[config.mk]
export PLATFORM = sky130hd
export DESIGN_NAME = fc_layer_top
export DESIGN_NICKNAME = d
export VERILOG_FILES = /design/src/nn_pkg.sv /design/src/sync_fifo.sv /design/src/fc_neuron.sv /design/src/fc_layer.sv /design/src/fc_layer_top.sv
export SDC_FILE = /design/constraint.sdc
export NUM_CORES = 1
export LEC_CHECK = 0
export BUFFER_PORTS_ARGS = -buffer_cell sky130_fd_sc_hd__buf_2
export CORE_AREA = 4 4 60 62
export CTS_CLUSTER_DIAMETER = 200
export DETAILED_ROUTE_END_ITERATION = 8
export DIE_AREA = 0 0 64 66
export HOLD_SLACK_MARGIN = 0.05
export PLACE_DENSITY = 0.74
export REMOVE_ABC_BUFFERS = 1
export SLEW_MARGIN = 15
export SYNTH_ARGS = -nofsm -noshare
export SYNTH_HDL_FRONTEND = slang
export SYNTH_SLANG_ARGS = --single-unit
export TNS_END_PERCENT = 100
[constraint.sdc]
create_clock -name clk_i -period 2.2 [get_ports clk_i]
set_input_delay 0.44 -clock clk_i [delete_from_list [all_inputs] [get_ports clk_i]]
set_output_delay 0.44 -clock clk_i [all_outputs]
set_load 0.005 [all_outputs]
[src/fc_weights.mem]
// Q8.8 hex words, one per line, four lines per neuron row
// row order: w0 w1 w2 bias, neurons 0 to 3
0100
0080
ff00
0010
0200
ffc0
0040
ff80
fe80
0180
0100
0100
7fff
8000
0c00
0033

[src/nn_pkg.sv]
// nn package: fixed-point format, layer sizes and shared types
// for the fully connected layer
`default_nettype none

package nn_pkg;

    // Q8.8 fixed point
    localparam int WORD_W = 16;
    localparam int FRAC_W = 8;

    // previous layer height
    localparam int IN_COUNT = 3;
    // neurons in this layer
    localparam int OUT_COUNT = 4;
    // weights plus one bias per neuron row
    localparam int ROW_LEN = IN_COUNT + 1;
    localparam int ADDR_W = $clog2(ROW_LEN);

    // both FIFOs
    localparam int FIFO_DEPTH = 4;

    // row n holds w[n][0..2] then b[n], one hex word per line
    localparam string WEIGHT_FILE = "/design/src/fc_weights.mem";

    // one activation, weight or bias
    typedef logic signed [WORD_W-1:0] word_t;

    // one layer result, act[n] from neuron n
    typedef struct packed {
        word_t [OUT_COUNT-1:0] act;
    } layer_vec_t;

endpackage

`default_nettype wire

[src/sync_fifo.sv]
// synchronous FIFO, circular buffer with first-word fall-through
// payload type set per instance
`timescale 1ns/1ps
`default_nettype none

module sync_fifo
    import nn_pkg::*;
#(
    parameter type payload_t = word_t
) (
    input  wire logic     clk_i,
    input  wire logic     reset_i,
    input  wire logic     wr_en_i,
    input  payload_t      wr_data_i,
    input  wire logic     rd_en_i,
    output payload_t      rd_data_o,
    output logic          empty_o,
    output logic          full_o
);

    payload_t mem [FIFO_DEPTH];
    logic [$clog2(FIFO_DEPTH)-1:0] wr_ptr;
    logic [$clog2(FIFO_DEPTH)-1:0] rd_ptr;
    logic [$clog2(FIFO_DEPTH+1)-1:0] count;
    logic wr_ok;
    logic rd_ok;

    assign empty_o = (count == 0);
    assign full_o  = (count == FIFO_DEPTH);

    // write while full / read while empty are dropped
    assign wr_ok = wr_en_i && !full_o;
    assign rd_ok = rd_en_i && !empty_o;

    // head visible without a read
    assign rd_data_o = mem[rd_ptr];

    // storage, no reset needed
    always_ff @(posedge clk_i) begin
        if (wr_ok) begin
            mem[wr_ptr] <= wr_data_i;
        end
    end

    always_ff @(posedge clk_i) begin
        if (reset_i) begin
            wr_ptr <= '0;
            rd_ptr <= '0;
            count  <= '0;
        end else begin
            if (wr_ok) begin
                // wrap explicitly, depth need not be a power of two
                wr_ptr <= (wr_ptr == FIFO_DEPTH - 1) ? '0 : wr_ptr + 1'b1;
            end
            if (rd_ok) begin
                rd_ptr <= (rd_ptr == FIFO_DEPTH - 1) ? '0 : rd_ptr + 1'b1;
            end
            // simultaneous push and pop leaves count alone
            if (wr_ok && !rd_ok) begin
                count <= count + 1'b1;
            end else if (rd_ok && !wr_ok) begin
                count <= count - 1'b1;
            end
        end
    end

endmodule

`default_nettype wire

[src/fc_neuron.sv]
// single neuron: weight row ROM and multiply-accumulate with bias add
// accumulates one input per sum strobe, bias on its own strobe
`timescale 1ns/1ps
`default_nettype none

module fc_neuron
    import nn_pkg::*;
#(
    parameter int NEURON_IDX = 0
) (
    input  wire logic              clk_i,
    input  wire logic              reset_i,
    input  word_t                  data_i,
    input  wire logic [ADDR_W-1:0] addr_i,
    input  wire logic              sum_en_i,
    input  wire logic              add_bias_i,
    input  wire logic              clear_i,
    output word_t                  data_o
);

    // whole table, this neuron only reads its own row
    word_t rom [OUT_COUNT*ROW_LEN];

    word_t weight;
    word_t bias;
    logic signed [2*WORD_W-1:0] product;
    logic signed [2*WORD_W-1:0] product_sh;
    word_t scaled;
    word_t acc;

    initial begin
        $readmemh(WEIGHT_FILE, rom);
    end

    // row select, weight by counter and bias at the row end
    assign weight = rom[NEURON_IDX*ROW_LEN + int'(addr_i)];
    assign bias   = rom[NEURON_IDX*ROW_LEN + IN_COUNT];

    // full width signed product
    assign product = data_i * weight;

    // back to Q8.8, arithmetic shift keeps the sign
    assign product_sh = product >>> FRAC_W;

    // truncate, upper bits dropped
    assign scaled = product_sh[WORD_W-1:0];

    // accumulator
    // sums wrap modulo 2^16, no saturation
    always_ff @(posedge clk_i) begin
        if (reset_i || clear_i) begin
            acc <= '0;
        end else if (add_bias_i) begin
            acc <= acc + bias;
        end else if (sum_en_i) begin
            acc <= acc + scaled;
        end
    end

    assign data_o = acc;

endmodule

`default_nettype wire

[src/fc_layer.sv]
// fully connected layer controller with the neuron array
// pops words from the input FIFO and hands out one result vector
`timescale 1ns/1ps
`default_nettype none

module fc_layer
    import nn_pkg::*;
(
    input  wire logic  clk_i,
    input  wire logic  reset_i,

    // input FIFO side
    input  word_t      data_i,
    input  wire logic  empty_i,
    output logic       rd_en_o,

    // result side, valid/ready
    output logic       valid_o,
    input  wire logic  ready_i,
    output layer_vec_t data_o
);

    typedef enum logic [1:0] {
        ST_BUSY,
        ST_BIAS,
        ST_DONE
    } state_t;

    state_t state;
    state_t state_nxt;

    // weight address, shared by every neuron
    logic [ADDR_W-1:0] addr;
    logic last_word;

    logic sum_en;
    logic add_bias;
    logic clear;

    word_t neuron_out [OUT_COUNT];

    // pop only while collecting inputs
    assign rd_en_o = (state == ST_BUSY) && !empty_i;
    assign sum_en  = rd_en_o;

    // third word of the vector
    assign last_word = rd_en_o && (addr == ADDR_W'(IN_COUNT - 1));

    // bias cycle takes no input
    assign add_bias = (state == ST_BIAS);

    assign valid_o = (state == ST_DONE);

    // handshake clears the accumulators
    assign clear = valid_o && ready_i;

    // next state
    always_comb begin
        state_nxt = state;
        case (state)
            ST_BUSY: begin
                if (last_word) begin
                    state_nxt = ST_BIAS;
                end
            end
            ST_BIAS: begin
                state_nxt = ST_DONE;
            end
            ST_DONE: begin
                // hold result until the output FIFO takes it
                if (ready_i) begin
                    state_nxt = ST_BUSY;
                end
            end
            default: begin
                state_nxt = ST_BUSY;
            end
        endcase
    end

    always_ff @(posedge clk_i) begin
        if (reset_i) begin
            state <= ST_BUSY;
        end else begin
            state <= state_nxt;
        end
    end

    // address counter, one step per consumed word
    always_ff @(posedge clk_i) begin
        if (reset_i) begin
            addr <= '0;
        end else if (last_word) begin
            addr <= '0;
        end else if (sum_en) begin
            addr <= addr + 1'b1;
        end
    end

    // neuron array, one row of the table each
    for (genvar i = 0; i < OUT_COUNT; i++) begin : g_neuron
        fc_neuron #(
            .NEURON_IDX(i)
        ) i_neuron (
            .clk_i      (clk_i),
            .reset_i    (reset_i),
            .data_i     (data_i),
            .addr_i     (addr),
            .sum_en_i   (sum_en),
            .add_bias_i (add_bias),
            .clear_i    (clear),
            .data_o     (neuron_out[i])
        );
    end

    // pack the accumulators into the result
    always_comb begin
        for (int n = 0; n < OUT_COUNT; n++) begin
            data_o.act[n] = neuron_out[n];
        end
    end

endmodule

`default_nettype wire

[src/fc_layer_top.sv]
// layer top: input word FIFO, fully connected layer, output vector FIFO
// valid/ready on both outer ports
`timescale 1ns/1ps
`default_nettype none

module fc_layer_top
    import nn_pkg::*;
(
    input  wire logic  clk_i,
    input  wire logic  reset_i,
    input  wire logic  in_valid_i,
    input  word_t      in_data_i,
    output logic       in_ready_o,
    output logic       out_valid_o,
    output layer_vec_t out_data_o,
    input  wire logic  out_ready_i
);

    word_t      in_rd_data;
    logic       in_empty;
    logic       in_full;
    logic       in_rd_en;
    logic       layer_valid;
    logic       layer_ready;
    layer_vec_t layer_data;
    logic       out_empty;
    logic       out_full;

    // ready and valid from the FIFO flags
    assign in_ready_o  = !in_full;
    assign layer_ready = !out_full;
    assign out_valid_o = !out_empty;

    // input words, FIFO drops writes while full
    sync_fifo #(
        .payload_t(word_t)
    ) i_in_fifo (
        .clk_i     (clk_i),
        .reset_i   (reset_i),
        .wr_en_i   (in_valid_i),
        .wr_data_i (in_data_i),
        .rd_en_i   (in_rd_en),
        .rd_data_o (in_rd_data),
        .empty_o   (in_empty),
        .full_o    (in_full)
    );

    fc_layer i_layer (
        .clk_i   (clk_i),
        .reset_i (reset_i),
        .data_i  (in_rd_data),
        .empty_i (in_empty),
        .rd_en_o (in_rd_en),
        .valid_o (layer_valid),
        .ready_i (layer_ready),
        .data_o  (layer_data)
    );

    // result vectors, popped by out_ready_i
    sync_fifo #(
        .payload_t(layer_vec_t)
    ) i_out_fifo (
        .clk_i     (clk_i),
        .reset_i   (reset_i),
        .wr_en_i   (layer_valid),
        .wr_data_i (layer_data),
        .rd_en_i   (out_ready_i),
        .rd_data_o (out_data_o),
        .empty_o   (out_empty),
        .full_o    (out_full)
    );

endmodule

`default_nettype wire

==> Word level (Yosys, flattened, before mapping) <==
Memory sizes are Yosys's and may differ from the RTL's. A register that Yosys moved wholly into a read port is not among the register bits.
Cells that the tools add are included.
{ "totals": {"regBits": 82, "mem_bits_rw": 320, "inputBits": 20, "out_inout_bits": 66, "wordCells": 100, "mem_count": 2} }
{ "memory_table": {"columns": ["name", "words", "word_bits", "rd", "rd_clocked_by_memory_dff", "wr", "line_no", "source"], "rows": [
  ["i_out_fifo.mem", 4, 64, 1, 1, 1, "sync_fifo.sv:21", "payload_t mem [FIFO_DEPTH];"],
  ["i_in_fifo.mem", 4, 16, 1, 1, 1, "sync_fifo.sv:21", null]
]} }
{ "classes": {"n_addsub": 17, "mul": 4, "eq_ne": 11, "muxes": 27, "n_reduce_logical": 27} }
{ "op_table": {"columns": ["operator", "n"], "rows": [
  ["2-to-1 mux 16 bit", 8],
  ["multiplier 16 x 16 -> 24 bit (second input constant)", 4],
  ["adder 16 bit", 4],
  ["adder 16 bit (second input constant)", 4],
  ["2-to-1 mux 2 bit", 10],
  ["== test 2 bit (second input constant)", 6],
  ["2-to-1 mux 3 bit", 4],
  ["adder 2 x 1 -> 2 bit (second input constant)", 5],
  ["logical AND 1 bit", 10],
  ["zero test 1 bit", 8],
  ["adder 3 x 1 -> 3 bit (second input constant)", 2],
  ["== test 3 bit (second input constant)", 2],
  ["zero test 3 bit", 2],
  ["one-hot mux 2 bit (3 select lines)", 1],
  ["nonzero test 2 bit", 3],
  ["subtractor 3 x 1 -> 3 bit (second input constant)", 2],
  ["2-to-1 mux 1 bit", 4],
  ["== test 2 x 1 -> 1 bit (second input constant)", 1],
  ["zero test 2 bit", 1],
  ["inequality test 2 x 1 -> 1 bit (second input constant)", 1],
  ["inequality test 2 bit (second input constant)", 1],
  ["AND reduction 2 bit", 1],
  ["OR reduction 2 bit", 1],
  ["logical OR 1 bit", 1]
]} }

==> Logic depth before layout (Yosys ltp) <==
Gate-level depths: netlist (run 1).
{ "logic_depth": {"word_depth": 7, "ltp_mapped": 9, "ltp_nobuf": 9} }

==> Modules after synthesis <==
Synthesis (run 1) repeated with hierarchy kept, for this count alone.
{ "hier_totals": {"hier_cells": 608, "hier_area_um2": 13256.5} }
{ "modules_own_cells": {"columns": ["module", "n_inst", "cells_each", "area_per_inst_um2"], "rows": [
  ["sync_fifo (i_out_fifo)", 1, 384, 9733.1],
  ["sync_fifo (i_in_fifo)", 1, 134, 2810.2],
  ["fc_neuron", 4, 17, 123.9],
  ["fc_layer", 1, 19, 206.4],
  ["fc_layer_top", 1, 3, 11.3]
]} }

==> Worst setup path before layout (run 1) <==
Ideal clock, no wire load.
{ "synth_path": {"kind": "register to register", "start": "register i_in_fifo.count[1]", "end": "register i_in_fifo.count[2]", "t_arrival_ns": 2.019, "slack_ns": 0.110, "path_stages_with_launch": 9, "path_cell_list": "dfxtp_1 or3_4 nand2_1 ha_1 inv_1 fa_1 xor2_1 or3_1 a21oi_1"} }
{ "synth_via": {"elab_chain_cells": 7} }
{ "synth_rtl": {"columns": ["item", "line_no", "source"], "rows": [
  ["from (decl)", "sync_fifo.sv:24", "logic [$clog2(FIFO_DEPTH+1)-1:0] count;"],
  ["from (signal assigned)", "sync_fifo.sv:60", "count <= count + 1'b1;"],
  ["from (signal assigned)", "sync_fifo.sv:62", "count <= count - 1'b1;"],
  ["branches (longest 7 deep; another with subtractor 3 x 1 -> 3 bit)", null, null]
]} }
Parallel ways; which one is timed is not known. The select of a mux whose other input is x is not followed.
A chain may end at the register's enable or synchronous reset.

==> Worst setup path in the final report (run 1) <==
Ends and elaborated chain as after synthesis.

==> qor.txt, run 1 <==
Period minus WS final: 2.075 ns
Hold buffer count at CTS: 0
Synth top area share: 47.58%
Worst min path class: input pin to register
Starting utilization of the core area: 33.35%
Post-DR vias/cell: 3.224
Clk_lat worst skew: 0.27 ns
Initial antenna violation count: 0
Max Cap Viol: 0
CP Data Required Time: 2.40 ns
Row count: 20
Reg area: 202.7 um^2
# IOs: 86
Critical path capture point type: register
Syn Inst Count: 121
VDD IR max: 491.4 uV
Largest net degree at the start of global routing: 13
Ant. Diodes: 0
Grt ovf: 0
Crit-path cells: or3_4 -> nand2_2 -> ha_2 -> inv_1 -> fa_1 -> xor2_1 -> or3_1 -> a21oi_1
Synthesized flop and latch total: 10
Cell Count, Final, Fillers Out: 174
Mean Syn Cell Area: 8.345 um^2
Area Growth Syn to Fin: -11.15%
Num CTS Buffers: 3
Synth warnings: 0
Top layer used by detailed routing: met3
Most numerous cell in the Yosys netlist: buf_4
Layout Nets: 157
Status: finished clean
RSZ-0062 raised after global routing: no
Crit-path max cell delay: 0.40 ns
Post-synth EDFFs: 0
Crit start category: register
DRT Wirelength: 1289 um
Die height: 66 um
Part of the power in registers: 31.9%
Top cell type by total area after synthesis: buf_4
Sw Ratio: 39.57%
CP arrival: 2.28 ns
Fill cell count: 336
Static leakage: 0.4697 nW
Root Driver: clkbuf_4
1st-pass router iterations: 3
Top cells by area, synth: buf_4 (48%), dfxtp_1 (20%), fa_1 (4.0%), ha_1 (3.7%), xor2_1 (3.5%)
Core area: 0.003028 mm^2
Die area: 0.004224 mm^2
# DRC: 0
Placer Congestion: 0.6760
Die width: 64 um
Multi-input logic area: 554.3 um^2
Hold Slack: 0.4827 ns
P_int: 0.5733 mW
Count of unique library cells instantiated by Yosys: 22
Longest Clk Path Bufs: 2
Synth Flop Type: dfxtp_1
Clock skew: 0.004909 ns
CP max stage cell: or3_4
FFs w/ async S/R, synth: 0%
Comb pwr share: 54.7%
Period utilization: 94.32%
Switching pwr: 0.3755 mW
Seq/Total Area, Yosys: 19.83%
Max Clock Freq: 0.4819 GHz
GRT Overall Usage: 4.746%
Routed wl met2: 655 um
Initial DRC Count: 14
CTS clk-pin slew, worst paths: 0.07 ns
CTS tree: yes
Worst Path Max Fanout: 4
Clock share of power: 13.4%
Power Density: 1058 mW/mm^2
DR vias: 561
Post-layout util: 29.63%
Setup CP Type: register to register
Clock Sinks: 10
Placed cell count: 171
Count of final hold-check violations: 0
HPWL Detailed: 1103 um
First-pass GRT wire length: 1566 um
Wire length on met1: 451 um
ANT nets after route: 0
Htree depth: 1
Max-slew violations: 0
Synth top cells by count: buf_4 (64), dfxtp_1 (10), nor2_1 (7)
Final setup fails: 0
Final setup TNS: 0 ns
Share of post-route cells with drive strength above 1: 13.85%
Post-Syn Area: 0.001010 mm^2
Met3 WL: 182 um
IO Port Bufs: 5
Vias in the first global route: 398
WL per Instance: 7.408 um
[layout by cell type (no fill, tap or decap), types with 3 or more instances in the layout]
master / count
dfxtp_1: 8
a21oi_1: 4
xor2_1: 4
conb_1: 64
buf_4: 3
clkbuf_4: 3
or3_1: 4
inv_1: 4
buf_2: 5
nor2_1: 7
[cells by family after synthesis]
family                   count (synthesis)  synth area share (%)
AND/OR/NAND/NOR                         20                 10.78
flip-flops                              10                 19.83
adder cells (fa/ha/maj)                  5                 7.683
other                                    1                0.3714
AO/OA/AOI/OAI                           10                 6.444
XOR/XNOR                                 4                 3.469
multiplexers                             2                 1.983
buffers and inverters                   69                 49.44
[what timing repair did]
action / CTS / global route
gates resized for setup: 0 / 5
setup endpoints to repair: 0 / 2
endpoints found under the hold margin: 0 / 0
setup buffers: 0 / 0
[registers in the layout, indices dropped and copies added, names as in the netlist]
name	flops
i_layer.state	2
i_out_fifo.count	3
i_layer.addr	2
i_in_fifo.count	3
[worst max-delay path, delay by kind of cell, from the launching register on]
kind / cells / cell delay [ns]
AOI/OAI and AO/OA: 1 / 0.12
xor gates and xnor gates: 1 / 0.16
adders and majority gates: 2 / 0.56
buffers and inverters: 1 / 0.05
DFF: 1 / 0.34
and+or+nand+nor: 3 / 0.79
[stage by stage]
| stage | setup slack (ns) | power [mW] | cell area, um^2 |
|---|---|---|---|
| 3_3_place_gp | 0.1134 | 0.7969 | 864.6 |
| 5_1_grt | 0.005658 | 1.051 | 897.1 |
| 3_5_place_dp | 0.06382 | 0.8123 | 864.6 |
| 4_1_cts | 0.04949 | 0.9429 | 887.1 |
| 2_1_floorplan | 0.1109 | 0.6730 | 762.0 |
| 6_report | 0.1250 | 0.9488 | 897.1 |
[final cells by class]
type,instances,area share [%]
Multi-Input combinational cell,105,61.79
Sequential cell,10,22.59
Tap cell,44,6.137
Inverter,4,1.674
Timing Repair Buffer,8,5.300
Clock buffer,3,2.510
[layer usage]
layer	GRT usage, %	up-vias
met1	4.923	249
met3	3.061	0
met5	0	-
met2	8.129	37
li1	-	275
met4	0.8086	0
[worst paths after layout]
kind	slack [ns]	cells after the start	endpoint	start
max	0.12	8	i_in_fifo.count[2]	i_in_fifo.count[1]
min	0.48	2	i_in_fifo.count[0]	reset_i
max reg2reg	0.12	8	i_in_fifo.count[2]	i_in_fifo.count[1]
min reg2reg	0.50	2	i_layer.state[1]	i_layer.state[0]
[power by group through the flow]
stage / Combinational [mW] / Sequential (mW) / Clock, mW
after detailed placement: 0.508 / 0.304 / 0
after floorplan: 0.370 / 0.303 / 0
after CTS: 0.512 / 0.300 / 0.131
after global routing: 0.602 / 0.312 / 0.137
after global placement: 0.495 / 0.302 / 0
final: 0.519 / 0.302 / 0.127
Note: power is estimated with default switching activity, not from simulation.
==> inputs of run 2 (changes only) <==
--- a/config.mk
+++ b/config.mk
@@ -6,12 +6,14 @@
 export NUM_CORES = 1
 export LEC_CHECK = 0
 export BUFFER_PORTS_ARGS = -buffer_cell sky130_fd_sc_hd__buf_2
-export CORE_AREA = 4 4 60 62
+export CELL_PAD_IN_SITES_DETAIL_PLACEMENT = 1
+export CELL_PAD_IN_SITES_GLOBAL_PLACEMENT = 1
+export CORE_AREA = 4 4 72 74
 export CTS_CLUSTER_DIAMETER = 200
 export DETAILED_ROUTE_END_ITERATION = 8
-export DIE_AREA = 0 0 64 66
+export DIE_AREA = 0 0 76 78
 export HOLD_SLACK_MARGIN = 0.05
-export PLACE_DENSITY = 0.74
+export PLACE_DENSITY = 0.76
 export REMOVE_ABC_BUFFERS = 1
 export SLEW_MARGIN = 15
 export SYNTH_ARGS = -nofsm -noshare
==> run 2 against run 1 <==
Worst setup slack gained 0.0087 ns. Critical endpoint unchanged. Critical path depth is the same. Fmax increased by 0.42%. Die area rose by 40%. Critical path type unchanged. Clock power grew 80%. Design area grew 6.7%. Worst hold slack better by 0.017 ns.
==> qor.txt, run 2 (same netlist as run 1, synthesis figures left out) <==
Initial DRC Count: 10 (was 14)
ANT nets after route: 0 (unchanged)
Row count: 25 (was 20)
Starting utilization of the core area: 21.96% (was 33.35%)
Area Growth Syn to Fin: -5.204% (was -11.15%)
Initial antenna violation count: 0 (unchanged)
First-pass GRT wire length: 2539 um (was 1566 um)
# DRC: 0 (unchanged)
R2R depth: 8 (unchanged)
CTS clk-pin slew, worst paths: 0.05 ns (was 0.07 ns)
Period minus WS final: 2.066 ns (was 2.075 ns)
Placer Congestion: 0.7448 (was 0.6760)
Ant. Diodes: 0 (unchanged)
Most common cell after layout, fill and taps aside: conb_1 (unchanged)
RR Startpoint: i_in_fifo.count[1] (unchanged)
VDD IR max: 359.1 uV (was 491.4 uV)
Crit-path cells: or3_4 -> nand2_2 -> ha_4 -> inv_1 -> fa_2 -> xor2_1 -> or3_1 -> a21oi_1 (was or3_4 -> nand2_2 -> ha_2 -> inv_1 -> fa_1 -> xor2_1 -> or3_1 -> a21oi_1)
Post-DR vias/cell: 3.168 (was 3.224)
Period utilization: 93.92% (was 94.32%)
Count of final hold-check violations: 0 (unchanged)
GRT Overall Usage: 5.271% (was 4.746%)
Status: finished clean (unchanged)
Static leakage: 0.4846 nW (was 0.4697 nW)
Hold Slack: 0.5000 ns (was 0.4827 ns)
Largest net degree at the start of global routing: 13 (unchanged)
Worst Path Max Fanout: 4 (unchanged)
Setup CP Type: register to register (unchanged)
Final setup fails: 0 (unchanged)
Clock skew: 0.0003142 ns (was 0.004909 ns)
DRT Wirelength: 1623 um (was 1289 um)
Final setup TNS: 0 ns (unchanged)
DR vias: 586 (was 561)
CP arrival: 2.23 ns (was 2.28 ns)
R2r setup slk: 0.13 ns (was 0.12 ns)
Critical path capture point type: register (unchanged)
Max Clock Freq: 0.4840 GHz (was 0.4819 GHz)
Num CTS Buffers: 3 (unchanged)
Crit start category: register (unchanged)
Core area: 0.004598 mm^2 (was 0.003028 mm^2)
Crit path capture: i_in_fifo.count[2] (unchanged)
Grt ovf: 0 (unchanged)
Power Density: 1162 mW/mm^2 (was 1058 mW/mm^2)
Clk_lat worst skew: 0.23 ns (was 0.27 ns)
Max Cap Viol: 0 (unchanged)
Vias in the first global route: 588 (was 398)
RSZ-0062 raised after global routing: no (unchanged)
CTS tree: yes (unchanged)
Layout Nets: 157 (unchanged)
# IOs: 86 (unchanged)
Max-slew violations: 0 (unchanged)
Htree depth: 1 (unchanged)
Die width: 76 um (was 64 um)
1st-pass router iterations: 4 (was 3)
Most frequent cells in the layout: conb_1 (64), dfxtp_1 (8), nor2_1 (7), buf_2 (5) (unchanged)
Clock Sinks: 10 (unchanged)
HPWL Detailed: 1352 um (was 1103 um)
WL per Instance: 8.773 um (was 7.408 um)
Worst min path class: register to register (was input pin to register)
Critical Path Start: i_in_fifo.count[1] (unchanged)
Root Driver: clkbuf_8 (was clkbuf_4)
Die area: 0.005928 mm^2 (was 0.004224 mm^2)
IO Port Bufs: 5 (unchanged)
Crit-path max cell delay: 0.41 ns (was 0.40 ns)
Regs by FF count: i_in_fifo.count (3), i_out_fifo.count (3) (unchanged)
Postcts setup bufs: 0 (unchanged)
Longest Clk Path Bufs: 2 (unchanged)
Die height: 78 um (was 66 um)
Share of post-route cells with drive strength above 1: 16.03% (was 13.85%)
CP Data Required Time: 2.37 ns (was 2.40 ns)
Hold buffer count at CTS: 0 (unchanged)
CP max stage cell: or3_4 (unchanged)
RR Endpoint: i_in_fifo.count[2] (unchanged)
==> run 2: cell count changes in the layout (fill, tap and decap cells not counted) <==
cell	previous run	this run
ha_4	0	1
ha_2	2	1
clkbuf_4	3	0
fa_2	0	2
fa_1	2	0
clkbuf_8	0	4
==> run 2: final cells by class <==
class	count	area (um^2)
multi-input combinational	105	569.3
sequential	10	202.7
inverter	4	15.01
timing repair buffer	8	47.55
clock buffer	4	55.05
tap	54	67.56
fill	574	3641
==> run 2: critical path, delay by kind of cell (launching register included) <==
kind | cells | cell delay [ns]
xor+xnor | 1 | 0.15
compound gates | 1 | 0.14
buf+inv | 1 | 0.05
simple gates | 3 | 0.83
fa+ha+maj | 2 | 0.48
flops | 1 | 0.34
==> run 2: worst min path at each step <==
stage                     startpoint          endpoint  slack [ns]  cells past startpoint
global route        i_layer.state[0]  i_layer.state[1]        0.52                      2
floorplan           i_layer.state[0]  i_layer.state[1]        0.45                      2
detailed placement  i_layer.state[0]  i_layer.state[1]        0.49                      2
finish              i_layer.state[0]  i_layer.state[1]        0.50                      2
CTS                 i_layer.state[0]  i_layer.state[1]        0.50                      2
global placement    i_layer.state[0]  i_layer.state[1]        0.47                      2
==> run 2: power by group <==
group	switching (mW)	internal (mW)
Combinational	0.289	0.286
Clock	0.0708	0.157
Sequential	0.0579	0.252
Total	0.417	0.695
==> run 2: per-layer routing <==
metal / GRT usage [%] / share of wire [%]
met1: 4.951 / 34
met2: 8.990 / 51
met3: 4.176 / 15
met4: 1.068 / 0
met5: 0 / 0
==> run 2: what timing repair did <==
item                                    4_1_cts  5_1_grt
endpoints found under the setup margin        1        2
gates resized for setup                       2        6
gates cloned                                  0        0
pin swaps                                     0        1
==> run 2: metrics by stage <==
stage	instances	power (mW)	util, %	area, um^2	setup WS (ns)
after floorplan	119	0.6730	-	762.0	0.1109
after global placement	181	0.8011	19.07	877.1	0.1023
after detailed placement	181	0.8337	19.07	877.1	0.01150
after CTS	185	1.083	20.38	937.1	0.02306
after global routing	185	1.243	20.82	957.2	0.03682
final	185	1.112	20.82	957.2	0.1337
